[config.mk]
export PLATFORM = sky130hd
export DESIGN_NAME = wb_decoder
export DESIGN_NICKNAME = d
export VERILOG_FILES = /design/src/rtl/rv_pkg.sv /design/src/rtl/wb_decoder.sv
export SDC_FILE = /design/constraint.sdc
export NUM_CORES = 1
export LEC_CHECK = 0
export BUFFER_PORTS_ARGS = -buffer_cell sky130_fd_sc_hd__buf_2
export CAP_MARGIN = 25
export CORE_AREA = 2 2 123 125
export DETAILED_ROUTE_END_ITERATION = 8
export DIE_AREA = 0 0 125 127
export PLACE_DENSITY_LB_ADDON = 0.15
export SLEW_MARGIN = 20
export SYNTH_ARGS = -nofsm -noshare
export SYNTH_HDL_FRONTEND = slang
export SYNTH_SLANG_ARGS = --single-unit
[constraint.sdc]
create_clock -name vclk -period 3.7
set_clock_uncertainty 0.05 [all_clocks]
set_input_delay 0.925 -clock vclk [all_inputs]
set_output_delay 0.925 -clock vclk [all_outputs]
set_load 0.02 [all_outputs]
[src/rtl/rv_pkg.sv]
`default_nettype none

package rv_pkg;

    // base opcodes
    localparam logic [6:0] OPCODE_LUI    = 7'b0110111;
    localparam logic [6:0] OPCODE_AUIPC  = 7'b0010111;
    localparam logic [6:0] OPCODE_JAL    = 7'b1101111;
    localparam logic [6:0] OPCODE_JALR   = 7'b1100111;
    localparam logic [6:0] OPCODE_BRANCH = 7'b1100011;
    localparam logic [6:0] OPCODE_LOAD   = 7'b0000011;
    localparam logic [6:0] OPCODE_STORE  = 7'b0100011;
    localparam logic [6:0] OPCODE_OP_IMM = 7'b0010011;
    localparam logic [6:0] OPCODE_OP     = 7'b0110011;

    // load and store sizes
    localparam logic [2:0] FUNCT3_LB  = 3'b000;
    localparam logic [2:0] FUNCT3_LH  = 3'b001;
    localparam logic [2:0] FUNCT3_LW  = 3'b010;
    localparam logic [2:0] FUNCT3_LBU = 3'b100;
    localparam logic [2:0] FUNCT3_LHU = 3'b101;
    localparam logic [2:0] FUNCT3_SB  = 3'b000;
    localparam logic [2:0] FUNCT3_SH  = 3'b001;
    localparam logic [2:0] FUNCT3_SW  = 3'b010;

    // branch conditions
    localparam logic [2:0] FUNCT3_BEQ  = 3'b000;
    localparam logic [2:0] FUNCT3_BNE  = 3'b001;
    localparam logic [2:0] FUNCT3_BLT  = 3'b100;
    localparam logic [2:0] FUNCT3_BGE  = 3'b101;
    localparam logic [2:0] FUNCT3_BLTU = 3'b110;
    localparam logic [2:0] FUNCT3_BGEU = 3'b111;

    // alu operations, shared by OP and OP_IMM
    localparam logic [2:0] FUNCT3_ADD_SUB = 3'b000;
    localparam logic [2:0] FUNCT3_SLL     = 3'b001;
    localparam logic [2:0] FUNCT3_SLT     = 3'b010;
    localparam logic [2:0] FUNCT3_SLTU    = 3'b011;
    localparam logic [2:0] FUNCT3_XOR     = 3'b100;
    localparam logic [2:0] FUNCT3_SR      = 3'b101;
    localparam logic [2:0] FUNCT3_OR      = 3'b110;
    localparam logic [2:0] FUNCT3_AND     = 3'b111;

    typedef struct packed {
        logic        cyc;
        logic        stb;
        logic        we;
        logic [3:0]  sel;
        logic [31:0] adr;
        logic [31:0] dat;
    } wb_req_t;

    typedef struct packed {
        logic        ack;
        logic [31:0] dat;
    } wb_rsp_t;

endpackage

`default_nettype wire

[src/rtl/wb_decoder.sv]
`timescale 1ns/1ps
`default_nettype none

module wb_decoder import rv_pkg::*; #(
    parameter logic [31:0] PORT_ADDR = 32'h0000_1000
) (
    input  wb_req_t req_i,
    output wb_rsp_t rsp_o,
    output wb_req_t ram_req_o,
    input  wb_rsp_t ram_rsp_i,
    output wb_req_t port_req_o,
    input  wb_rsp_t port_rsp_i
);

    logic port_hit;

    // port on an exact match, ram gets the rest
    assign port_hit = req_i.adr == PORT_ADDR;

    always_comb begin
        ram_req_o      = req_i;
        port_req_o     = req_i;
        ram_req_o.stb  = req_i.stb && !port_hit;
        port_req_o.stb = req_i.stb && port_hit;
        rsp_o          = port_hit ? port_rsp_i : ram_rsp_i;
    end

endmodule

`default_nettype wire

==> results of run 1 <==
-- cells in the mapped netlist --
cell       n
and2_1     1
mux2_2    31
nand4_1    2
buf_6      3
nor2_4     1
buf_4    140
nor4_1     7
nor4b_1    1
nor2b_1    1
mux2_1     2
-- what timing repair did --
| action | in CTS | in global routing |
|---|---|---|
| buffers inserted | 0 | 1 |
| gates resized for setup | 17 | 7 |
| pin swaps | 2 | 2 |
| gates cloned | 1 | 1 |
| setup endpoints to repair | 33 | 33 |
-- worst max-delay path, cell delays in order --
cell and delay [ns]:
buf_2 0.12, nor4_2 0.27, buf_4 0.16, nand4_1 0.20, nor2_4 0.17, buf_12 0.13, buf_12 0.13, mux2_2 0.35
buf_2 0.16
-- kinds of logic after synthesis --
group | count (synthesis) | share of synthesized area (%)
muxes | 33 | 24.0
and+or+nand+nor | 13 | 5.75
buffers and inverters | 143 | 70.2
-- through the flow --
step / cells / util (%) / TNS [ns] / area, sq um
2_1_floorplan: 189 / - / 0 / 1550
6_report: 435 / 13.1 / 0 / 1890
3_5_place_dp: 432 / 12.0 / -1.45 / 1720
4_1_cts: 433 / 12.6 / -0.277 / 1820
3_3_place_gp: 432 / 12.0 / -1.81 / 1720
5_1_grt: 435 / 13.1 / -0.680 / 1890
-- power by group through the flow --
stage	registers, mW	clock network, mW	logic, mW
CTS	0	0	0.219
floorplan	0	0	0.267
finish	0	0	0.218
global placement	0	0	0.212
detailed placement	0	0	0.211
global route	0	0	0.232
-- area by class of cell --
class                           instances  share of cell area [%]
Multi-Input combinational cell         46                    26.6
Tap cell                              184                    12.2
Timing Repair Buffer                  205                    61.2
-- metal layers --
layer / GRT usage, % / part of all wire (%) / routed length, um / vias up
met5: 0 / 0 / 0 / -
met4: 3.14 / 5.9 / 316 / 0
met3: 0.628 / 9.3 / 502 / 39
met2: 11.2 / 55 / 2940 / 98
met1: 4.77 / 30 / 1620 / 580
li1: - / - / - / 606
-- worst max path at each step --
stage | to | from | cells after the start | slack (ns)
2_1_floorplan | rsp_o[25] | req_i[47] | 5 | 0.56
3_3_place_gp | rsp_o[31] | req_i[36] | 8 | -0.09
3_5_place_dp | rsp_o[31] | req_i[33] | 8 | -0.07
4_1_cts | rsp_o[31] | req_i[36] | 8 | -0.04
5_1_grt | rsp_o[24] | req_i[36] | 9 | -0.04
6_report | rsp_o[31] | req_i[36] | 9 | 0.1
==> results.toml, run 1 <==
[min_path]
whs_endpoint = "port_req_o[21]"
min-delay-start = "req_i[21]"
hold_depth = 0
hold_path_class = "primary input to primary output"

[floorplanning]
rows = 44
num_io_pins = 312
fp.coreArea_sq_um = 14400
die_y_um = 127
dieArea_sq_um = 15900
start_util_pct = 10.7
die_x_um = 125

[timing]
report.final.slew_viol_count = 0
fmax_mhz = 278
fin_crit_ns = 3.60
grt_setup_unrepaired = "true"
setup_viol = 0
worst_slack_ns = 0.0975
slew_headroom_pct = 78.5
finalCritPeriodShare_pct = 97.4
worstMarginPinSlew_ns = 0.319
hold_violations = 0
fin_hold_ws_ns = 1.80

[route]
drtPass1Iterations = 3
wire_per_inst_um = 12.4
final_antenna_net_count = 0
vias = 1323
wirelength_um = 5380
avgViaCountPerCell = 3.04
post-route-drc-count = 0
drtIter0Drc = 13

[power_and_ir_drop]
p_sw_share_pct = 56.2
total_power_mw = 0.218
powerDensity_nw_per_um2 = 116
p_int_mw = 0.0956
p_comb_share_pct = 100.0
switchingPower_mw = 0.123
p_clk_share_pct = 0
p_leak_nw = 0.990
seq_power_share_pct = 0
ir_drop_mv = 0.0282

[synth]
postSynthAreaPerCell_sq_um = 8.18
netlist.area_leader.share_pct = 68.0
postSynthCellCount = 189
ys_warn_count = 0
syn-num-nets = 326
ys_seq_area_share_pct = 0
synth_area_sq_um = 1550
synthTopCellsByArea = "buf_4 (68%), mux2_2 (23%), nor4_1 (2.8%)"
ys_types = 10
yosysTopAreaCell = "buf_4"

[place]
pre_cts_ws_ns = -0.0742
hpwl_um = 4640
port_buffers = 198
place_congestion = 0.762

[finish]
seq_area_sq_um = 0
nets = 390
clkbuf_count = 0
final_cell_mix = "buf_2 (188), mux2_2 (29), buf_4 (7)"
layout_commonest_cell = "buf_2"
nFillCells = 1681
n_antenna_cell = 0
drive_gt1_share_pct = 96.0
seq_cell_count = 0
syn_to_final_growth_pct = 22.0
multi_input_area_sq_um = 502

[grt]
antenna_found_initial = 0
grtUsageTotal_pct = 5.31
grt_remaining_overflow = 0
grt_max_degree = 19
grt_pass1_wl_um = 6740
grt_pass1_vias = 1208

[critical_path]
worstPathArrival_ns = 2.63
path_class = "primary input to primary output"
cp_max_fo = 9
worstSetupStartpointType = "primary input"
worstPathRequired_ns = 2.72
end_kind = "primary output"

[outcome]
status = "finished, final reports clean"

[job]
cap_violations = 0

[clock_tree]
hold_buffers = 0
Power figures use the tool's default switching activity.
==> run 2, diff against run 1 <==
MAX_ROUTING_LAYER = met4   (was not set)
==> run 2 against run 1 <==
Compared with the run above:
- count of clock-buffer cells in the layout unchanged
- via count about the same
- power unchanged
- critical endpoint unchanged
==> results.toml, run 2 (same netlist as run 1, synthesis figures left out) <==
[finish]
nets = 390
multi_input_area_sq_um = 502
layout_commonest_cell = "buf_2"
clkbuf_count = 0
seq_cell_count = 0
final_util_pct = 13.1
fin_cells = 435
nFillCells = 1681
syn_to_final_growth_pct = 22.0
final_cell_mix = "buf_2 (188), mux2_2 (29), buf_4 (7)"
n_antenna_cell = 0
seq_area_sq_um = 0
drive_gt1_share_pct = 96.0

[floorplanning]
die_x_um = 125
rows = 44
num_io_pins = 312
start_util_pct = 10.7
fp.coreArea_sq_um = 14400
die_y_um = 127
dieArea_sq_um = 15900

[outcome]
status = "finished, final reports clean"

[critical_path]
startpoint = "req_i[36]"
critPathMaxStageDelay_ns = 0.35
worstPathRequired_ns = 2.72
cpMaxStageDelayCell = "mux2_2"
worstSetupStartpointType = "primary input"
crit_buf_inv = 5
cp_cell_sequence = "buf_2 > nor4_2 > buf_4 > nand4_1 > nor2_4 > buf_12 > buf_12 > mux2_2 > buf_2"
cpLargestDelayFamily = "buffers and inverters"
path_class = "primary input to primary output"
cp_max_fo = 9
end_kind = "primary output"
worstPathArrival_ns = 2.63

[timing]
report.final.slew_viol_count = 0
finalCritPeriodShare_pct = 97.4
hold_violations = 0
worstMarginPinSlew_ns = 0.319
worst_slack_ns = 0.0975
slew_headroom_pct = 78.5
fin_crit_ns = 3.60
fin_hold_ws_ns = 1.80
fmax_mhz = 278
grt_setup_unrepaired = "true"
setup_viol = 0

[job]
cap_violations = 0

[power_and_ir_drop]
total_power_mw = 0.218
powerDensity_nw_per_um2 = 116
p_comb_share_pct = 100.0
p_int_mw = 0.0956
p_leak_nw = 0.990
seq_power_share_pct = 0
p_clk_share_pct = 0
p_sw_share_pct = 56.2
switchingPower_mw = 0.123
ir_drop_mv = 0.0282

[route]
final_antenna_net_count = 0
avgViaCountPerCell = 3.04
vias = 1324
wire_per_inst_um = 12.4
wirelength_um = 5380
drtIter0Drc = 12
post-route-drc-count = 0
drtPass1Iterations = 3

[clock_tree]
hold_buffers = 0

[place]
port_buffers = 198
place_congestion = 0.773
placed_cells = 432
hpwl_um = 4640
pre_cts_ws_ns = -0.0742

[grt]
grt_remaining_overflow = 0
grt_pass1_wl_um = 6760
grtUsageTotal_pct = 5.49
grt_max_degree = 19
antenna_found_initial = 0
grt_pass1_vias = 1207

[min_path]
hold_depth = 0
hold_path_class = "primary input to primary output"
whs_endpoint = "port_req_o[21]"
min-delay-start = "req_i[21]"
-- run 2: worst max-delay path by stage --
stage                           end  slack [ns]  depth (start not counted)
final                     rsp_o[31]         0.1                          9
after global placement    rsp_o[31]       -0.09                          8
after CTS                 rsp_o[31]       -0.04                          8
after floorplan           rsp_o[25]        0.56                          5
after detailed placement  rsp_o[31]       -0.07                          8
after global routing      rsp_o[24]       -0.04                          9
-- run 2: routing by layer --
metal | wire (um) | vias up | track usage (%)
li1 | - | 606 | -
met1 | 1620 | 580 | 4.79
met2 | 2940 | 98 | 11.2
met3 | 504 | 40 | 0.628
met4 | 315 | 0 | 3.14
met5 | 0 | - | -
-- run 2: layout make-up --
type               count  area share [%]
well taps            184            12.2
repair buffers       205            61.2
multi-input cells     46            26.6
-- run 2: through the flow --
stage / area [sq um] / TNS, ns
floorplan: 1550 / 0
global placement: 1720 / -1.81
detailed placement: 1720 / -1.45
CTS: 1820 / -0.277
global route: 1890 / -0.680
finish: 1890 / 0
-- run 2: power groups by stage --
stage | combinational, mW | clock, mW | sequential (mW)
CTS | 0.219 | 0 | 0
global placement | 0.212 | 0 | 0
finish | 0.218 | 0 | 0
detailed placement | 0.211 | 0 | 0
floorplan | 0.267 | 0 | 0
global route | 0.232 | 0 | 0
-- run 2: repair_timing --
action	in CTS	in global routing
gates cloned	1	1
setup buffers	0	1
endpoints found under the setup margin	33	33
gates resized for setup	17	7
pin swaps	2	2
