<file path="config.mk">
export PLATFORM = sky130hd
export DESIGN_NAME = cpu
export DESIGN_NICKNAME = d
export VERILOG_FILES = /design/src/rtl/rv_pkg.sv /design/src/rtl/program_counter.sv /design/src/rtl/register_file.sv /design/src/rtl/alu.sv /design/src/rtl/cpu.sv
export SDC_FILE = /design/constraint.sdc
export NUM_CORES = 2
export LEC_CHECK = 0
export ABC_AREA = 1
export BUFFER_PORTS_ARGS = -buffer_cell sky130_fd_sc_hd__buf_4
export CAP_MARGIN = 20
export CORE_MARGIN = 10
export CORE_UTILIZATION = 35
export CTS_BUF_LIST = sky130_fd_sc_hd__clkbuf_16
export CTS_CLUSTER_SIZE = 20
export DETAILED_ROUTE_END_ITERATION = 7
export MAX_ROUTING_LAYER = met4
export PLACE_DENSITY_LB_ADDON = 0.12
export SLEW_MARGIN = 20
export SYNTH_ARGS = -nofsm -noshare
export SYNTH_HDL_FRONTEND = slang
export SYNTH_HIERARCHICAL = 1
export SYNTH_SLANG_ARGS = --single-unit
</file>
<file path="constraint.sdc">
create_clock -name clk_i -period 11.2 [get_ports clk_i]
set_input_delay 1.68 -clock clk_i [delete_from_list [all_inputs] [get_ports clk_i]]
set_output_delay 1.68 -clock clk_i [all_outputs]
set_load 0.005 [all_outputs]
</file>
<file path="src/rtl/rv_pkg.sv">
`default_nettype none

package rv_pkg;

    // base opcodes
    localparam logic [6:0] OPCODE_LUI    = 7'b0110111;
    localparam logic [6:0] OPCODE_AUIPC  = 7'b0010111;
    localparam logic [6:0] OPCODE_JAL    = 7'b1101111;
    localparam logic [6:0] OPCODE_JALR   = 7'b1100111;
    localparam logic [6:0] OPCODE_BRANCH = 7'b1100011;
    localparam logic [6:0] OPCODE_LOAD   = 7'b0000011;
    localparam logic [6:0] OPCODE_STORE  = 7'b0100011;
    localparam logic [6:0] OPCODE_OP_IMM = 7'b0010011;
    localparam logic [6:0] OPCODE_OP     = 7'b0110011;

    // load and store sizes
    localparam logic [2:0] FUNCT3_LB  = 3'b000;
    localparam logic [2:0] FUNCT3_LH  = 3'b001;
    localparam logic [2:0] FUNCT3_LW  = 3'b010;
    localparam logic [2:0] FUNCT3_LBU = 3'b100;
    localparam logic [2:0] FUNCT3_LHU = 3'b101;
    localparam logic [2:0] FUNCT3_SB  = 3'b000;
    localparam logic [2:0] FUNCT3_SH  = 3'b001;
    localparam logic [2:0] FUNCT3_SW  = 3'b010;

    // branch conditions
    localparam logic [2:0] FUNCT3_BEQ  = 3'b000;
    localparam logic [2:0] FUNCT3_BNE  = 3'b001;
    localparam logic [2:0] FUNCT3_BLT  = 3'b100;
    localparam logic [2:0] FUNCT3_BGE  = 3'b101;
    localparam logic [2:0] FUNCT3_BLTU = 3'b110;
    localparam logic [2:0] FUNCT3_BGEU = 3'b111;

    // alu operations, shared by OP and OP_IMM
    localparam logic [2:0] FUNCT3_ADD_SUB = 3'b000;
    localparam logic [2:0] FUNCT3_SLL     = 3'b001;
    localparam logic [2:0] FUNCT3_SLT     = 3'b010;
    localparam logic [2:0] FUNCT3_SLTU    = 3'b011;
    localparam logic [2:0] FUNCT3_XOR     = 3'b100;
    localparam logic [2:0] FUNCT3_SR      = 3'b101;
    localparam logic [2:0] FUNCT3_OR      = 3'b110;
    localparam logic [2:0] FUNCT3_AND     = 3'b111;

    typedef struct packed {
        logic        cyc;
        logic        stb;
        logic        we;
        logic [3:0]  sel;
        logic [31:0] adr;
        logic [31:0] dat;
    } wb_req_t;

    typedef struct packed {
        logic        ack;
        logic [31:0] dat;
    } wb_rsp_t;

endpackage

`default_nettype wire

</file>
<file path="src/rtl/program_counter.sv">
`timescale 1ns/1ps
`default_nettype none

module program_counter #(
    parameter logic [31:0] INITIAL_PC = 32'h0000_0000
) (
    input  wire         clk_i,
    input  wire         rst_i,
    input  wire         count_i,
    input  wire         load_i,
    input  wire  [31:0] value_i,
    output logic [31:0] pc_o,
    output logic [31:0] pc_inc_o
);

    always_ff @(posedge clk_i) begin
        if (rst_i) begin
            pc_o <= INITIAL_PC;
        end else if (load_i) begin
            pc_o <= value_i;
        end else if (count_i) begin
            pc_o <= pc_inc_o;
        end
    end

    // link value for jumps
    assign pc_inc_o = pc_o + 32'd4;

endmodule

`default_nettype wire

</file>
<file path="src/rtl/register_file.sv">
`timescale 1ns/1ps
`default_nettype none

module register_file (
    input  wire         clk_i,
    input  wire  [4:0]  r_addr1_i,
    input  wire  [4:0]  r_addr2_i,
    output logic [31:0] r_data1_o,
    output logic [31:0] r_data2_o,
    input  wire         w_en_i,
    input  wire  [4:0]  w_addr_i,
    input  wire  [31:0] w_data_i
);

    logic [31:0] regs [32];

    always_ff @(posedge clk_i) begin
        if (w_en_i && w_addr_i != 5'd0) begin
            regs[w_addr_i] <= w_data_i;
        end
        // x0 is never stored, so force zero on read
        r_data1_o <= (r_addr1_i == 5'd0) ? 32'd0 : regs[r_addr1_i];
        r_data2_o <= (r_addr2_i == 5'd0) ? 32'd0 : regs[r_addr2_i];
    end

endmodule

`default_nettype wire

</file>
<file path="src/rtl/alu.sv">
`timescale 1ns/1ps
`default_nettype none

module alu import rv_pkg::*; (
    input  wire  [31:0] instr_i,
    input  wire  [31:0] op_a_i,
    input  wire  [31:0] op_b_i,
    input  wire  [31:0] pc_i,
    output logic [31:0] result_o,
    output logic        eq_o,
    output logic        neq_o,
    output logic        lt_o,
    output logic        ltu_o,
    output logic        ge_o,
    output logic        geu_o
);

    logic [6:0]  opcode;
    logic [2:0]  funct3;
    logic [31:0] imm_i;
    logic [31:0] imm_s;
    logic [31:0] imm_b;
    logic [31:0] imm_u;
    logic [31:0] imm_j;
    logic [31:0] a;
    logic [31:0] b;
    logic [2:0]  op;
    logic        alt;
    logic [31:0] res;

    assign opcode = instr_i[6:0];
    assign funct3 = instr_i[14:12];

    assign imm_i = {{20{instr_i[31]}}, instr_i[31:20]};
    assign imm_s = {{20{instr_i[31]}}, instr_i[31:25], instr_i[11:7]};
    assign imm_b = {{19{instr_i[31]}}, instr_i[31], instr_i[7], instr_i[30:25],
                    instr_i[11:8], 1'b0};
    assign imm_u = {instr_i[31:12], 12'd0};
    assign imm_j = {{11{instr_i[31]}}, instr_i[31], instr_i[19:12], instr_i[20],
                    instr_i[30:21], 1'b0};

    // operand pick, everything but OP and OP_IMM is an add
    always_comb begin
        a   = op_a_i;
        b   = imm_i;
        op  = FUNCT3_ADD_SUB;
        alt = 1'b0;
        case (opcode)
            OPCODE_OP: begin
                b   = op_b_i;
                op  = funct3;
                alt = instr_i[30];
            end
            OPCODE_OP_IMM: begin
                op  = funct3;
                // imm[10] selects srai, addi has no subtract
                alt = (funct3 == FUNCT3_SR) && instr_i[30];
            end
            OPCODE_STORE:  b = imm_s;
            OPCODE_AUIPC: begin
                a = pc_i;
                b = imm_u;
            end
            OPCODE_JAL: begin
                a = pc_i;
                b = imm_j;
            end
            OPCODE_BRANCH: begin
                a = pc_i;
                b = imm_b;
            end
            OPCODE_LUI: begin
                a = 32'd0;
                b = imm_u;
            end
            default: ;
        endcase
    end

    always_comb begin
        case (op)
            FUNCT3_ADD_SUB: res = alt ? a - b : a + b;
            FUNCT3_SLL:     res = a << b[4:0];
            FUNCT3_SLT:     res = {31'd0, $signed(a) < $signed(b)};
            FUNCT3_SLTU:    res = {31'd0, a < b};
            FUNCT3_XOR:     res = a ^ b;
            FUNCT3_SR:      res = alt ? 32'($signed(a) >>> b[4:0]) : a >> b[4:0];
            FUNCT3_OR:      res = a | b;
            default:        res = a & b;
        endcase
    end

    assign result_o = (opcode == OPCODE_JALR) ? {res[31:1], 1'b0} : res;

    // branch compares always see the two registers
    assign eq_o  = op_a_i == op_b_i;
    assign neq_o = !eq_o;
    assign lt_o  = $signed(op_a_i) < $signed(op_b_i);
    assign ltu_o = op_a_i < op_b_i;
    assign ge_o  = !lt_o;
    assign geu_o = !ltu_o;

endmodule

`default_nettype wire

</file>
<file path="src/rtl/cpu.sv">
`timescale 1ns/1ps
`default_nettype none

module cpu import rv_pkg::*; #(
    parameter logic [31:0] INITIAL_PC = 32'h0000_0000
) (
    input  wire     clk_i,
    input  wire     rst_i,
    output wb_req_t bus_req_o,
    input  wb_rsp_t bus_rsp_i
);

    typedef enum logic [2:0] {
        ST_FETCH,
        ST_REG_READ,
        ST_EXECUTE,
        ST_MEMORY,
        ST_REG_WRITE,
        ST_RESET
    } state_t;

    typedef struct packed {
        logic eq;
        logic neq;
        logic lt;
        logic ltu;
        logic ge;
        logic geu;
    } flags_t;

    state_t      state;
    logic [31:0] instr;
    logic [31:0] read_data;
    logic [6:0]  opcode;
    logic [2:0]  funct3;
    logic        is_load;
    logic        is_store;
    logic        writes_rd;

    logic        pc_count;
    logic        pc_load;
    logic [31:0] pc;
    logic [31:0] pc_inc;

    logic        w_en;
    logic [31:0] w_data;
    logic [31:0] rs1;
    logic [31:0] rs2;

    logic [31:0] alu_out;
    logic [31:0] alu_r;
    flags_t      flags;
    flags_t      flags_r;

    logic [1:0]  byte_off;
    logic [31:0] lane;
    logic [31:0] ld_data;
    logic [3:0]  st_sel;
    logic [31:0] st_dat;
    logic        taken;

    assign opcode    = instr[6:0];
    assign funct3    = instr[14:12];
    assign is_load   = opcode == OPCODE_LOAD;
    assign is_store  = opcode == OPCODE_STORE;
    assign writes_rd = opcode inside {OPCODE_LUI, OPCODE_AUIPC, OPCODE_JAL, OPCODE_JALR,
                                      OPCODE_LOAD, OPCODE_OP_IMM, OPCODE_OP};
    assign byte_off  = alu_r[1:0];

    program_counter #(.INITIAL_PC(INITIAL_PC)) pc_i (
        .clk_i    (clk_i),
        .rst_i    (rst_i),
        .count_i  (pc_count),
        .load_i   (pc_load),
        .value_i  (alu_r),
        .pc_o     (pc),
        .pc_inc_o (pc_inc)
    );

    register_file regs_i (
        .clk_i     (clk_i),
        .r_addr1_i (instr[19:15]),
        .r_addr2_i (instr[24:20]),
        .r_data1_o (rs1),
        .r_data2_o (rs2),
        .w_en_i    (w_en),
        .w_addr_i  (instr[11:7]),
        .w_data_i  (w_data)
    );

    alu alu_i (
        .instr_i  (instr),
        .op_a_i   (rs1),
        .op_b_i   (rs2),
        .pc_i     (pc),
        .result_o (alu_out),
        .eq_o     (flags.eq),
        .neq_o    (flags.neq),
        .lt_o     (flags.lt),
        .ltu_o    (flags.ltu),
        .ge_o     (flags.ge),
        .geu_o    (flags.geu)
    );

    always_ff @(posedge clk_i) begin
        if (rst_i) begin
            state <= ST_RESET;
        end else begin
            case (state)
                ST_RESET:     state <= ST_FETCH;
                ST_FETCH:     if (bus_rsp_i.ack) state <= ST_REG_READ;
                ST_REG_READ:  state <= ST_EXECUTE;
                ST_EXECUTE:   state <= ST_MEMORY;
                // no bus cycle for non-memory instructions
                ST_MEMORY:    if (bus_rsp_i.ack || !(is_load || is_store)) state <= ST_REG_WRITE;
                ST_REG_WRITE: state <= ST_FETCH;
                default:      state <= ST_RESET;
            endcase
        end
    end

    always_ff @(posedge clk_i) begin
        if (state == ST_FETCH && bus_rsp_i.ack) begin
            instr <= bus_rsp_i.dat;
        end
        if (state == ST_EXECUTE) begin
            alu_r   <= alu_out;
            flags_r <= flags;
        end
        if (state == ST_MEMORY && bus_rsp_i.ack) begin
            read_data <= bus_rsp_i.dat;
        end
    end

    // store lanes
    always_comb begin
        case (funct3)
            FUNCT3_SB: begin
                st_sel = 4'b0001 << byte_off;
                st_dat = rs2 << {byte_off, 3'b000};
            end
            FUNCT3_SH: begin
                st_sel = byte_off[1] ? 4'b1100 : 4'b0011;
                st_dat = rs2 << {byte_off[1], 4'b0000};
            end
            default: begin
                st_sel = 4'b1111;
                st_dat = rs2;
            end
        endcase
    end

    always_comb begin
        bus_req_o = '0;
        case (state)
            ST_FETCH: begin
                bus_req_o.cyc = 1'b1;
                bus_req_o.stb = 1'b1;
                bus_req_o.sel = 4'b1111;
                bus_req_o.adr = pc;
            end
            ST_MEMORY: begin
                if (is_load || is_store) begin
                    bus_req_o.cyc = 1'b1;
                    bus_req_o.stb = 1'b1;
                    bus_req_o.we  = is_store;
                    bus_req_o.sel = is_store ? st_sel : 4'b1111;
                    bus_req_o.adr = {alu_r[31:2], 2'b00};
                    bus_req_o.dat = st_dat;
                end
            end
            default: ;
        endcase
    end

    // load lane select and extend
    assign lane = read_data >> {byte_off, 3'b000};

    always_comb begin
        case (funct3)
            FUNCT3_LB:  ld_data = {{24{lane[7]}}, lane[7:0]};
            FUNCT3_LH:  ld_data = {{16{lane[15]}}, lane[15:0]};
            FUNCT3_LBU: ld_data = {24'd0, lane[7:0]};
            FUNCT3_LHU: ld_data = {16'd0, lane[15:0]};
            default:    ld_data = read_data;
        endcase
    end

    always_comb begin
        case (opcode)
            OPCODE_LOAD:             w_data = ld_data;
            OPCODE_JAL, OPCODE_JALR: w_data = pc_inc;
            default:                 w_data = alu_r;
        endcase
    end

    always_comb begin
        case (funct3)
            FUNCT3_BEQ:  taken = flags_r.eq;
            FUNCT3_BNE:  taken = flags_r.neq;
            FUNCT3_BLT:  taken = flags_r.lt;
            FUNCT3_BGE:  taken = flags_r.ge;
            FUNCT3_BLTU: taken = flags_r.ltu;
            FUNCT3_BGEU: taken = flags_r.geu;
            default:     taken = 1'b0;
        endcase
    end

    // fence, ecall, ebreak and csr fall through as no-ops
    assign w_en     = (state == ST_REG_WRITE) && writes_rd;
    assign pc_load  = (state == ST_REG_WRITE) &&
                      (opcode == OPCODE_JAL || opcode == OPCODE_JALR ||
                       (opcode == OPCODE_BRANCH && taken));
    assign pc_count = (state == ST_REG_WRITE) && !pc_load;

endmodule

`default_nettype wire

</file>
==> results.sh <==
export IMPL_post_cts_resized=0
export IMPL_outcome="complete, no violations"
export IMPL_final_cell_mix="nand2_1, nand3_1, edfxtp_1, nor2_1, inv_1"
export IMPL_critical_path_class="flop to flop"
export IMPL_final_cell_area_um2=81370
export IMPL_hold_buffers=0
export IMPL_slew_headroom_pct=21.26
export IMPL_ff2ff_path_depth=21
export IMPL_timing_fmax_ghz=0.1587
export IMPL_required_ns=11.75
export IMPL_die_w_um=476.8
export IMPL_netlist_instances=9406
export IMPL_period_needed_ns=6.303
export IMPL_drv_slew=0
export IMPL_synthToLayoutAreaGrowth_pct=11.43
export IMPL_die_h_um=476.8
export IMPL_drtIter0Drc=10400
export IMPL_synth_edf_count=1126
export IMPL_antenna_found_initial=25
export IMPL_cp_slowest_stage_delay_ns=0.86
export IMPL_place_area_um2=76460
export IMPL_syn_cell_area_um2=73020
export IMPL_grt_ovfl_total=0
export IMPL_holdWs_ns=0.5605
export IMPL_drive_above_1_share_pct=7.268
export IMPL_yosysWarningCount=6
export IMPL_ys_seq_elements=1225
export IMPL_dieArea_um2=227300
export IMPL_crit_chain="inv_1, nand2_1, nor2_4, nand2_1, o21ai_0, a21oi_4, buf_4, inv_4, ha_1, nand3_1, nand3_1, a21boi_0, o21ai_0, a21oi_1, o211ai_1, nand2_1, nand2_1, nand3_1, nand3_1, nand2_1, inv_1"
export IMPL_vias_per_cell=5.771
export IMPL_synth_cell_type_count=65
export IMPL_leakagePower_nw=33.31
export IMPL_wl_per_cell_um=28.77
export IMPL_cts_tree="done"
export IMPL_crit_top_cell="nand2_1"
export IMPL_synth_area_leaders="edfxtp_1, nand2_1, nand3_1"
export IMPL_worstSkewPairLatency_ns=0.85
export IMPL_post_place_ws_ns=5.143
export IMPL_postCtsSetupBuffers=0
export IMPL_placed_cells=11920
export IMPL_syn_area_per_cell_um2=7.763
export IMPL_rsz0062_at_grt="false"
export IMPL_post_synth_top_area_cell="edfxtp_1"
export IMPL_port_buffers=105
export IMPL_track_usage_pct=30.25
export IMPL_cts_sinks=1225
export IMPL_fin_cells=12210
export IMPL_p_per_area_nw_per_um2=133.5
export IMPL_slowest_stage="a21boi_0"
export IMPL_start_util_pct=35.23
export IMPL_cts_root_buf="clkbuf_16"
export IMPL_cts_htree_levels=4
export IMPL_tightest_slew_ns=1.181
export IMPL_peakVddDrop_mv=0.1553
export IMPL_arrival_ns=6.85
export IMPL_postRouteAntennaNets=0
export IMPL_ys_async_sr_fraction_pct=0
export IMPL_drc=0
export IMPL_synth_top_area_share_pct=46.30
export IMPL_gp_congestion=0.9987
export IMPL_fin_skew_ns=0.07223
export IMPL_hold_depth=2
export IMPL_num_vias=70450
export IMPL_clkTransAtPathRegs_ns=0.06
export IMPL_grt_max_degree=182
export IMPL_dr_pass1_iters=7
export IMPL_wirelength_mm=351.1
export IMPL_ys_flop_type="edfxtp_1"
export IMPL_yosysSeqAreaShare_pct=49.02
export IMPL_final_hold_viol_count=0
export IMPL_worst_slack_ns=4.897
export IMPL_clk_path_buf_depth=3
export IMPL_final_common_cell="nand2_1"
export IMPL_grt_pass1_wl_mm=490.8
export IMPL_coreArea_um2=207300
export IMPL_hold_path_class="flop to flop"
export IMPL_grt_pass1_vias=64180
export IMPL_maxCapViolCount=0
export IMPL_crit_fanout=64
export IMPL_ios=106
export IMPL_tns_ns=0
export IMPL_post_route_period_util_pct=56.28
export IMPL_dp_hpwl_mm=226.3
export IMPL_cts_made_buffers=151
export IMPL_fin_nets=9455
export IMPL_row_count=167
export IMPL_setup_viol=0
export IMPL_cp_end_kind="flop"
export IMPL_crit_path_start_kind="flop"
## flip-flops by register name, summed over array words and instances (netlist names)
signal and count:
instr 32, regs_i/regs 1024, alu_r 32, pc_i/pc_o 32
regs_i/r_data2_o 32, state 3, regs_i/r_data1_o 32, read_data 32
flags_r 6
## cell type report
cell class                 instances  area [µm²]
sequential                      1225       35790
timing repair buffer             279        2427
clock buffer                     154        3854
tap                             2788        3488
fill                           21320      125900
antenna                            8       20.02
inverter                         582        2228
multi-input combinational       7049       32620
clock inverter                   122       932.1
## worst paths after layout
check,start,endpoint,slack (ns)
hold reg to reg,state[1],state[1],0.56
hold / removal,state[1],state[1],0.56
setup reg to reg,instr[2],alu_r[26],4.90
setup / recovery,instr[2],alu_r[26],4.90
## critical path: cells and delay by family (launching register included)
family                     cells  cell delay (ns)
buffers and inverters          4             0.93
AOI/OAI and AO/OA              6             2.52
and+or+nand+nor               10             1.62
DFF                            1             0.51
adders and majority gates      1             0.43
## synthesized netlist by cell type, drive strengths merged, types with 2 or more instances
master / number
a211oi: 6
a21boi: 7
a21o: 6
a21oi: 386
a221oi: 3
a22o: 30
a22oi: 21
a31o: 2
a31oi: 12
and2: 9
and3: 2
buf: 390
clkbuf: 191
clkinv: 3
dfxtp: 99
edfxtp: 1126
fa: 2
ha: 130
inv: 579
nand2: 3103
nand3: 1476
nand3b: 10
nand4: 45
nor2: 1042
nor3: 30
nor4: 6
o2111ai: 9
o211ai: 48
o21a: 5
o21ai: 541
o21bai: 10
o221ai: 3
o22ai: 24
or2: 17
xnor2: 4
xor2: 24
## report_power, final
part / leakage (nW) / internal (mW) / switching, mW
Combinational: 19.9 / 0.259 / 0.743
Sequential: 11.0 / 4.98 / 0.0556
Clock: 2.47 / 2.73 / 2.09
## cells by family after synthesis
| kind of cell | share of synthesized area [%] |
|---|---|
| AND/OR/NAND/NOR | 32.93 |
| flip-flops | 49.02 |
| buffers and inverters | 6.904 |
| AO/OA/AOI/OAI | 8.453 |
| adder cells (fa/ha/maj) | 2.282 |
| XOR/XNOR | 0.4078 |
| other | 0.005135 |
## stage by stage
step | power, mW | utilization (%)
6_report | 10.86 | 39.25
5_1_grt | 11.19 | 39.25
4_1_cts | 10.90 | 39.20
3_5_place_dp | 6.100 | 36.89
3_3_place_gp | 6.107 | 36.78
2_1_floorplan | 5.707 | -
## routing by layer
metal	routed length, µm	share of wire, %	global-route usage (%)	up-vias
li1	-	-	-	31210
met1	153500	44	42.72	34650
met2	150300	43	43.89	3985
met3	34490	9.8	5.060	605
met4	12890	3.7	10.00	0
met5	0	0	-	-
Note: power is estimated with default switching activity, not from simulation.
