### src/rtl/rv_pkg.sv
`default_nettype none

package rv_pkg;

    // base opcodes
    localparam logic [6:0] OPCODE_LUI    = 7'b0110111;
    localparam logic [6:0] OPCODE_AUIPC  = 7'b0010111;
    localparam logic [6:0] OPCODE_JAL    = 7'b1101111;
    localparam logic [6:0] OPCODE_JALR   = 7'b1100111;
    localparam logic [6:0] OPCODE_BRANCH = 7'b1100011;
    localparam logic [6:0] OPCODE_LOAD   = 7'b0000011;
    localparam logic [6:0] OPCODE_STORE  = 7'b0100011;
    localparam logic [6:0] OPCODE_OP_IMM = 7'b0010011;
    localparam logic [6:0] OPCODE_OP     = 7'b0110011;

    // load and store sizes
    localparam logic [2:0] FUNCT3_LB  = 3'b000;
    localparam logic [2:0] FUNCT3_LH  = 3'b001;
    localparam logic [2:0] FUNCT3_LW  = 3'b010;
    localparam logic [2:0] FUNCT3_LBU = 3'b100;
    localparam logic [2:0] FUNCT3_LHU = 3'b101;
    localparam logic [2:0] FUNCT3_SB  = 3'b000;
    localparam logic [2:0] FUNCT3_SH  = 3'b001;
    localparam logic [2:0] FUNCT3_SW  = 3'b010;

    // branch conditions
    localparam logic [2:0] FUNCT3_BEQ  = 3'b000;
    localparam logic [2:0] FUNCT3_BNE  = 3'b001;
    localparam logic [2:0] FUNCT3_BLT  = 3'b100;
    localparam logic [2:0] FUNCT3_BGE  = 3'b101;
    localparam logic [2:0] FUNCT3_BLTU = 3'b110;
    localparam logic [2:0] FUNCT3_BGEU = 3'b111;

    // alu operations, shared by OP and OP_IMM
    localparam logic [2:0] FUNCT3_ADD_SUB = 3'b000;
    localparam logic [2:0] FUNCT3_SLL     = 3'b001;
    localparam logic [2:0] FUNCT3_SLT     = 3'b010;
    localparam logic [2:0] FUNCT3_SLTU    = 3'b011;
    localparam logic [2:0] FUNCT3_XOR     = 3'b100;
    localparam logic [2:0] FUNCT3_SR      = 3'b101;
    localparam logic [2:0] FUNCT3_OR      = 3'b110;
    localparam logic [2:0] FUNCT3_AND     = 3'b111;

    typedef struct packed {
        logic        cyc;
        logic        stb;
        logic        we;
        logic [3:0]  sel;
        logic [31:0] adr;
        logic [31:0] dat;
    } wb_req_t;

    typedef struct packed {
        logic        ack;
        logic [31:0] dat;
    } wb_rsp_t;

endpackage

`default_nettype wire

### src/rtl/out_port.sv
`timescale 1ns/1ps
`default_nettype none

module out_port import rv_pkg::*; (
    input  wire         clk_i,
    input  wire         rst_i,
    input  wb_req_t     req_i,
    output wb_rsp_t     rsp_o,
    output logic [31:0] port_o,
    output logic        port_valid_o
);

    logic ack;
    logic req;

    assign req = req_i.cyc && req_i.stb && !ack;

    always_ff @(posedge clk_i) begin
        if (rst_i) begin
            ack          <= 1'b0;
            port_valid_o <= 1'b0;
            port_o       <= 32'd0;
        end else begin
            ack          <= req;
            port_valid_o <= req && req_i.we;
            if (req && req_i.we) begin
                for (int i = 0; i < 4; i++) begin
                    if (req_i.sel[i]) begin
                        port_o[8*i +: 8] <= req_i.dat[8*i +: 8];
                    end
                end
            end
        end
    end

    assign rsp_o.ack = ack;
    assign rsp_o.dat = port_o;

endmodule

`default_nettype wire

### config.mk
export PLATFORM = sky130hd
export DESIGN_NAME = out_port
export DESIGN_NICKNAME = d
export VERILOG_FILES = /design/src/rtl/rv_pkg.sv /design/src/rtl/out_port.sv
export SDC_FILE = /design/constraint.sdc
export NUM_CORES = 1
export LEC_CHECK = 0
export ABC_AREA = 0
export BUFFER_PORTS_ARGS = -buffer_cell sky130_fd_sc_hd__buf_2
export CORE_MARGIN = 10
export CORE_UTILIZATION = 45
export CTS_BUF_LIST = sky130_fd_sc_hd__clkbuf_2
export CTS_CLUSTER_DIAMETER = 150
export DETAILED_ROUTE_END_ITERATION = 7
export HOLD_SLACK_MARGIN = 0.05
export PLACE_DENSITY = 0.88
export SLEW_MARGIN = 20
export SYNTH_ARGS = -nofsm -noshare
export SYNTH_HDL_FRONTEND = slang
export SYNTH_SLANG_ARGS = --single-unit
### constraint.sdc
create_clock -name clk_i -period 1.9 [get_ports clk_i]
set_input_delay 0.19 -clock clk_i [delete_from_list [all_inputs] [get_ports clk_i]]
set_output_delay 0.19 -clock clk_i [all_outputs]
set_load 0.005 [all_outputs]
==> flow_summary.ini, run 1 <==
[setup_path]
required_ns = 2.21
worstPathCellList = dlygate4sd3_1, buf_2, nand2_1, dlygate4sd3_1, nor3_1, and2_1
cp_top_family = buffers and inverters
crit_cells = 6
crit_end = port_valid_o$_SDFF_PP0_
r2r-end = port_o[1]$_SDFFE_PP0P_
startpoint = req_i[69]
cp-start-kind = input pin
cp_slowest_stage_delay_ns = 0.55
path_class = in2reg
critical_path.slowest_cell = dlygate4sd3_1
reg2regPathDepth = 5
end_kind = flop
crit_buf_inv = 3
crit_top_cell = dlygate4sd3_1
cp_max_fo = 2
rr_startpoint = ack$_SDFF_PP0_
rrSetupSlack_ns = 0.56
crit_arrival_ns = 1.73

[clocking]
clk_pin_slew_ns = 0.15
htree_levels = 2
clock_latency_ns = 0.35
cts.repair.resized = 0
cts-buffers-inserted = 5
hold_buffers = 3
clock_path_buffers = 2
cts_root_buffer = clkbuf_2
cts_sinks = 34
postCtsSetupRepairBufs = 0
cts_tree = done

[synthesis]
yosys.area_share.simple = 0.290
yosys.area.top_type_share = 0.365
syn_nets = 263
syn_avg_cell_area_um2 = 9.81
yosysWarningCount = 0
synthAdderAreaFrac = 0
ys_seq_area_frac = 0.365
ys_ff_latch = 34
yosys.area.top_type = dfxtp_1
synthMuxAreaShare = 0
synth_compound_area_frac = 0.150
syn-cell-area_mm2 = 0.00186
synth_top_family_by_area = simple AND/OR/NAND/NOR gates
synth_xor_area_frac = 0
ys_types = 13
synth_top_cells_by_area = dfxtp_1 (37%), nand4b_1 (15%), o21ai_2 (15%), buf_4 (13%), nand2b_1 (11%)
synth_cells = 190

[routing]
first_pass_iters = 4
wire_per_inst_um = 15.9
drc = 0
drt_iter0_markers = 57
antenna_left = 0
vias_per_cell = 5.02
wl_um = 4900
vias = 1546

[cells_and_area]
fillers = 374
diodes = 0
synthToLayoutAreaGrowth_pct = 18.3
utilization = 0.551
nets = 332
register_area_um2 = 681
drive_gt1_frac = 0.589
multi_input_area_um2 = 821

[timing]
rsz0062_at_grt = false
worst_slew_pin_slew_ns = 0.461
period_minus_slack_ns = 1.41
setup_violations = 0
clock_skew_ns = 0.00982
fmax_mhz = 708
fin_crit_sh = 0.744
slew_headroom = 0.693
hold_viol = 0
tns_ns = 0
whs_ns = 0.0942
drv_slew = 0

[placement]
numPortBuffers = 106
place_hpwl_um = 3820
place_congestion = 0.712

[global_route]
grt_pass1_vias = 1706
overflow = 0
grt_pass1_wl_um = 8130
antenna_found_initial = 0
grt_max_degree = 35
track_usage = 0.135

[floorplanning]
dieArea_mm2 = 0.00711
num_rows = 23
io_pins = 139
start_util = 0.466
core_mm2 = 0.00400
die_w_um = 84.3
die_y_um = 84.3

[power]
leakagePower_uw = 0.00108
ir_drop_v = 0.000260
powerDensity_mw_per_mm2 = 546

[worst_hold_path]
min_path_type = in2reg
hold_path_depth = 3

[status]
status = completed

[run]
drv_cap = 0
## routing by layer
| layer | part of all wire | routed length (um) | vias up | global-route usage |
|---|---|---|---|---|
| li1 | - | - | 763 | - |
| met3 | 0.11 | 543 | 5 | 0.0763 |
| met4 | 0.0090 | 44 | 0 | 0.0314 |
| met5 | 0 | 0 | - | 0 |
| met2 | 0.47 | 2290 | 67 | 0.225 |
| met1 | 0.41 | 2020 | 711 | 0.144 |
## kinds of logic after synthesis
| group | after synthesis |
|---|---|
| AOI/OAI and AO/OA | 32 |
| buffers and inverters | 52 |
| DFF | 34 |
| and+or+nand+nor | 72 |
## metrics by stage
step,area [um^2],setup slack [ns],total power [uW],instances
finish,2200,0.487,1200,308
global route,2200,0.461,1270,308
CTS,2200,0.511,1220,308
detailed placement,2140,0.572,925,299
global placement,2140,0.600,920,299
floorplan,1860,0.805,860,190
## Yosys cell counts
| library cell | instances |
|---|---|
| and4b_1 | 1 |
| buf_4 | 33 |
| nand2_1 | 1 |
| o21ai_2 | 32 |
| clkbuf_1 | 10 |
| dfxtp_1 | 34 |
| and2_4 | 4 |
| nand2b_1 | 32 |
| nand4b_1 | 32 |
| and2_1 | 1 |
| buf_6 | 5 |
| buf_2 | 4 |
| nor3_1 | 1 |
## tightest hold or removal path, cell delays in order
cell and delay [ns]:
buf_2 0.08, nand4b_1 0.10, o21ai_2 0.06
## flip-flops by register name, indices dropped and copies added (netlist names)
register,count
port_o,32
ack,1
port_valid_o,1
## worst min-delay path by stage
stage	start	end	slack [ns]
2_1_floorplan	req_i[68]	port_valid_o$_SDFF_PP0_	0.31
3_3_place_gp	req_i[68]	port_valid_o$_SDFF_PP0_	0.41
3_5_place_dp	req_i[68]	port_valid_o$_SDFF_PP0_	0.42
4_1_cts	req_i[16]	port_o[16]$_SDFFE_PP0P_	0.06
5_1_grt	req_i[21]	port_o[21]$_SDFFE_PP0P_	0.05
6_report	req_i[23]	port_o[23]$_SDFFE_PP0P_	0.09
## layout make-up
type                    instances  share of cell area
multi-input cells             104               0.373
flip-flops and latches         34               0.309
clock inverters                 1             0.00170
repair buffers                114               0.277
clock buffers                   5              0.0114
well taps                      50              0.0284
## power breakdown
group | internal [uW] | switching (uW) | total, uW
sequential | 729 | 9.86 | 739
combinational | 92.4 | 80.7 | 173
clock | 73.2 | 218 | 291
total | 894 | 308 | 1200
## placed cells by master (no fill, tap or decap), drive strengths merged
| master | instances |
|---|---|
| buf | 111 |
| dlygate4sd3 | 3 |
| o21ai | 32 |
| dfxtp | 34 |
| and4b | 1 |
| and2 | 5 |
| nor3 | 1 |
| clkbuf | 5 |
| nand2b | 32 |
| nand4b | 32 |
| clkinv | 1 |
| nand2 | 1 |
(Power assumes the default switching activity.)
==> run 2, diff against run 1 <==
--- a/config.mk
+++ b/config.mk
@@ -8,12 +8,12 @@
 export ABC_AREA = 0
 export BUFFER_PORTS_ARGS = -buffer_cell sky130_fd_sc_hd__buf_2
 export CORE_MARGIN = 10
-export CORE_UTILIZATION = 45
+export CORE_UTILIZATION = 42
 export CTS_BUF_LIST = sky130_fd_sc_hd__clkbuf_2
 export CTS_CLUSTER_DIAMETER = 150
 export DETAILED_ROUTE_END_ITERATION = 7
 export HOLD_SLACK_MARGIN = 0.05
-export PLACE_DENSITY = 0.88
+export PLACE_DENSITY = 0.83
 export SLEW_MARGIN = 20
 export SYNTH_ARGS = -nofsm -noshare
 export SYNTH_HDL_FRONTEND = slang
==> constraint.sdc (replaced) <==
create_clock -name clk_i -period 1.37 [get_ports clk_i]
set_input_delay 0.137 -clock clk_i [delete_from_list [all_inputs] [get_ports clk_i]]
set_output_delay 0.137 -clock clk_i [all_outputs]
set_load 0.005 [all_outputs]
==> flow_summary.ini, run 2 (same netlist as run 1, synthesis figures left out) <==
[status]
status = completed

[timing]
period_minus_slack_ns = 1.31
slew_headroom = 0.844
tns_ns = 0
clock_skew_ns = 0.00781
worst_slew_pin_slew_ns = 0.233
fmax_mhz = 761
hold_viol = 0
drv_slew = 0
setup_violations = 0
fin_crit_sh = 0.959
rsz0062_at_grt = false

[global_route]
antenna_found_initial = 0
track_usage = 0.135
busiest_layer = met2
use_met2 = 0.232
grt.met3_usage = 0.0638
grt_pass1_wl_um = 8370
grt_max_degree = 66
use_met1 = 0.143
overflow = 0
grt_pass1_vias = 1707

[floorplanning]
start_util = 0.431
dieArea_mm2 = 0.00750
core_mm2 = 0.00432
die_w_um = 86.6
die_y_um = 86.6
io_pins = 139
num_rows = 24

[placement]
numPortBuffers = 106
place_hpwl_um = 3540
place_congestion = 0.679
dpl_cell_area_mm2 = 0.00215

[setup_path]
cp_max_fo = 2
worstPathCellList = dlygate4sd3_1, buf_2, nand2_1, nor3_1, dlygate4sd3_1
crit_arrival_ns = 1.61
crit_buf_inv = 3
startpoint = req_i[69]
path_class = in2reg
cp_slowest_stage_delay_ns = 0.60
cp-start-kind = input pin
cp_top_family = buffers and inverters
rr_startpoint = ack$_SDFF_PP0_
required_ns = 1.67
crit_top_cell = dlygate4sd3_1
critical_path.slowest_cell = dlygate4sd3_1
end_kind = flop

[clocking]
clock_latency_ns = 0.35
cts_sinks = 34
cts_tree = done
cts.repair.resized = 0
cts_root_buffer = clkbuf_2
htree_levels = 2
clk_pin_slew_ns = 0.17
clock_path_buffers = 2
cts-buffers-inserted = 5

[routing]
drc = 0
first_pass_iters = 4
drt_iter0_markers = 80
wl_um = 5360
vias_per_cell = 4.87
wire_per_inst_um = 15.7
vias = 1665
antenna_left = 0

[cells_and_area]
final_cell_mix = buf_2 (106), dlygate4sd3_1 (35), dfxtp_1 (34)
largest_reg_flops = 32
diodes = 0
drive_gt1_frac = 0.528
nets = 363
top_regs = port_o: 32 flops, ack: 1 flops, port_valid_o: 1 flops
synthToLayoutAreaGrowth_pct = 36.2
final_common_cell = buf_2
regMostFlops = port_o
stdcell_area_mm2 = 0.00254

[run]
drv_cap = 0

[worst_hold_path]
hp-start = req_i[66]
min_path_type = in2reg

[power]
powerDensity_mw_per_mm2 = 704
leakagePower_uw = 0.00122
ir_drop_v = 0.000325
[run 2: path summary, 6_finish.rpt]
path | endpoint | slack (ns) | cells past startpoint
min | port_o[20]$_SDFFE_PP0P_ | 0.12 | 3
min reg2reg | port_o[30]$_SDFFE_PP0P_ | 0.49 | 2
max | ack$_SDFF_PP0_ | 0.06 | 5
max reg2reg | port_o[23]$_SDFFE_PP0P_ | 0.13 | 5
[run 2: final cells by class]
class	count	area, um^2
clock buffers	7	35.0
fillers	379	1790
multi-input cells	104	821
flip-flops and latches	34	681
well taps	52	65.1
repair buffers	145	936
[run 2: timing repair]
item	in CTS	in global routing
setup endpoints to repair	0	0
hold buffers	35	0
buffers inserted	0	0
hold endpoints to repair	34	0
[run 2: report_power, final]
group          internal [uW]  switching, uW  leakage, uW  total, uW
registers               1010           13.9     0.000275       1020
logic                    189            126     0.000919        315
clock network            133            312    0.0000291        445
[run 2: per-stage QoR]
step / hold slack, ns / worst slack (ns) / cells / utilization / total power (uW)
after floorplan: 0.259 / 0.275 / 190 / - / 1190
after global placement: 0.353 / 0.167 / 300 / 0.498 / 1280
after detailed placement: 0.369 / 0.163 / 300 / 0.498 / 1280
after CTS: 0.0927 / 0.149 / 342 / 0.587 / 1820
after global routing: 0.0963 / 0.0394 / 342 / 0.587 / 1870
final: 0.124 / 0.0565 / 342 / 0.587 / 1790
[run 2: worst register-to-register path, stage by stage, from the launching register on]
cell and delay [ns]:
dfxtp_1 0.35, and4b_1 0.29, buf_12 0.17, buf_4 0.18, nand4b_1 0.13, o21ai_2 0.08
[run 2: per-layer routing]
| metal | vias to the layer above | share of wire |
|---|---|---|
| met3 | 4 | 0.087 |
| met2 | 68 | 0.52 |
| met4 | 0 | 0.0069 |
| met1 | 762 | 0.39 |
| li1 | 831 | - |
| met5 | - | 0 |
==> run 3, diff against run 2 <==
--- a/config.mk
+++ b/config.mk
@@ -7,13 +7,15 @@
 export LEC_CHECK = 0
 export ABC_AREA = 0
 export BUFFER_PORTS_ARGS = -buffer_cell sky130_fd_sc_hd__buf_2
+export CELL_PAD_IN_SITES_DETAIL_PLACEMENT = 0
+export CELL_PAD_IN_SITES_GLOBAL_PLACEMENT = 1
 export CORE_MARGIN = 10
-export CORE_UTILIZATION = 42
+export CORE_UTILIZATION = 29
 export CTS_BUF_LIST = sky130_fd_sc_hd__clkbuf_2
 export CTS_CLUSTER_DIAMETER = 150
 export DETAILED_ROUTE_END_ITERATION = 7
 export HOLD_SLACK_MARGIN = 0.05
-export PLACE_DENSITY = 0.83
+export PLACE_DENSITY_LB_ADDON = 0.1
 export SLEW_MARGIN = 20
 export SYNTH_ARGS = -nofsm -noshare
 export SYNTH_HDL_FRONTEND = slang
==> flow_summary.ini, run 3 (same netlist as run 1, synthesis figures left out) <==
[power]
pwr-share-comb = 0.174
powerDensity_mw_per_mm2 = 703
clkPwrFrac = 0.260
switching_share = 0.264
leakagePower_uw = 0.00123
power_frac_seq = 0.566
ir_drop_v = 0.000255
switchingPower_uw = 478
p_int_uw = 1330

[setup_path]
rrSetupSlack_ns = 0.07
cp-start-kind = input pin
startpoint = req_i[69]
end_kind = flop
critical_path.slowest_cell = dlygate4sd3_1
rr_startpoint = ack$_SDFF_PP0_
worstPathCellList = dlygate4sd3_1, buf_2, nand2_1, dlygate4sd3_1, nor3_2, and2_1
required_ns = 1.65
path_class = in2reg
cp_slowest_stage_delay_ns = 0.56
crit_top_cell = dlygate4sd3_1
r2r-end = port_o[14]$_SDFFE_PP0P_
reg2regPathDepth = 4
cp_max_fo = 2
crit_arrival_ns = 1.61

[clocking]
clk_pin_slew_ns = 0.17
cts-buffers-inserted = 5
clock_latency_ns = 0.36
cts_tree = done
cts_root_buffer = clkbuf_2
clock_path_buffers = 2
cts_sinks = 34
htree_levels = 2

[placement]
place_hpwl_um = 3980
dpl_cell_area_mm2 = 0.00219
preCtsSetupSlack_ns = 0.0658
numPortBuffers = 106
place_congestion = 0.639

[timing]
fin_crit_sh = 0.968
slew_headroom = 0.832
drv_slew = 0
fmax_mhz = 754
clock_skew_ns = 0.00538
period_minus_slack_ns = 1.33
setup_violations = 0
fin_ws_ns = 0.0442
rsz0062_at_grt = false
whs_ns = 0.0667
tns_ns = 0
hold_viol = 0
worst_slew_pin_slew_ns = 0.253

[cells_and_area]
top_regs = port_o: 32 flops, ack: 1 flops, port_valid_o: 1 flops
final_cell_mix = buf_2 (106), dlygate4sd3_1 (35), dfxtp_1 (34)
nets = 365
synthToLayoutAreaGrowth_pct = 38.3
largest_reg_flops = 32
diodes = 0
drive_gt1_frac = 0.534
multi_input_area_um2 = 826
final_common_cell = buf_2
stdcell_area_mm2 = 0.00258
register_area_um2 = 681
regMostFlops = port_o
fillers = 643

[routing]
antenna_left = 0
drt_iter0_markers = 34
vias = 1642
first_pass_iters = 3
wire_per_inst_um = 14.7
vias_per_cell = 4.45
drc = 0
wl_um = 5420

[worst_hold_path]
min_to = ack$_SDFF_PP0_
min_path_type = in2reg
hold_path_depth = 2
hp-start = rst_i

[global_route]
track_usage = 0.103
busiest_layer = met2
grt_pass1_vias = 1740
grt_max_degree = 35
grt.met3_usage = 0.0453
overflow = 0
use_met1 = 0.117
use_met2 = 0.168
grt_pass1_wl_um = 8510
antenna_found_initial = 0

[run]
drv_cap = 0

[floorplanning]
die_w_um = 100
num_rows = 29
dieArea_mm2 = 0.0100
start_util = 0.297
die_y_um = 100
io_pins = 139
core_mm2 = 0.00628

[status]
status = completed
-- run 3: metrics by stage --
| step | utilization | power (uW) | cells |
|---|---|---|---|
| after floorplan | - | 1190 | 190 |
| after global placement | 0.348 | 1290 | 327 |
| after detailed placement | 0.348 | 1290 | 327 |
| after CTS | 0.410 | 1840 | 369 |
| after global routing | 0.410 | 1900 | 369 |
| final | 0.410 | 1810 | 369 |
-- run 3: how the worst max path moves through the flow --
stage / slack [ns] / to / cells after the start
CTS: 0.05 / port_o[14]$_SDFFE_PP0P_ / 4
detailed placement: 0.07 / port_o[13]$_SDFFE_PP0P_ / 4
global placement: 0.1 / port_o[11]$_SDFFE_PP0P_ / 4
finish: 0.04 / port_valid_o$_SDFF_PP0_ / 6
floorplan: 0.27 / port_o[0]$_SDFFE_PP0P_ / 5
global route: 0.007 / port_valid_o$_SDFF_PP0_ / 6
-- run 3: what timing repair did --
action,CTS,global route
endpoints found under the setup margin,0,1
setup buffers,0,0
endpoints found under the hold margin,34,0
resized for setup,0,1
hold buffers,35,0
-- run 3: critical path: cells and delay by family --
family / cells / cell delay (ns)
buffers and inverters: 3 / 1.21
AND/OR/NAND/NOR: 3 / 0.25
-- run 3: metal layers --
layer / routed length, um / part of all wire / up-vias
met3: 451 / 0.083 / 5
met2: 2630 / 0.49 / 58
met5: 0 / 0 / -
met1: 2280 / 0.42 / 745
li1: - / - / 834
met4: 49 / 0.0090 / 0
-- run 3: cell type report --
type	instances	share of cell area
Clock buffer	7	0.0136
Multi-Input combinational cell	104	0.321
Sequential cell	34	0.264
Tap cell	77	0.0374
Timing Repair Buffer	147	0.364
-- run 3: power groups by stage --
stage / Combinational [uW] / Sequential (uW) / Clock, uW
finish: 315 / 1030 / 471
global route: 344 / 1030 / 525
global placement: 241 / 1050 / 0
CTS: 319 / 1030 / 496
detailed placement: 240 / 1050 / 0
floorplan: 146 / 1050 / 0
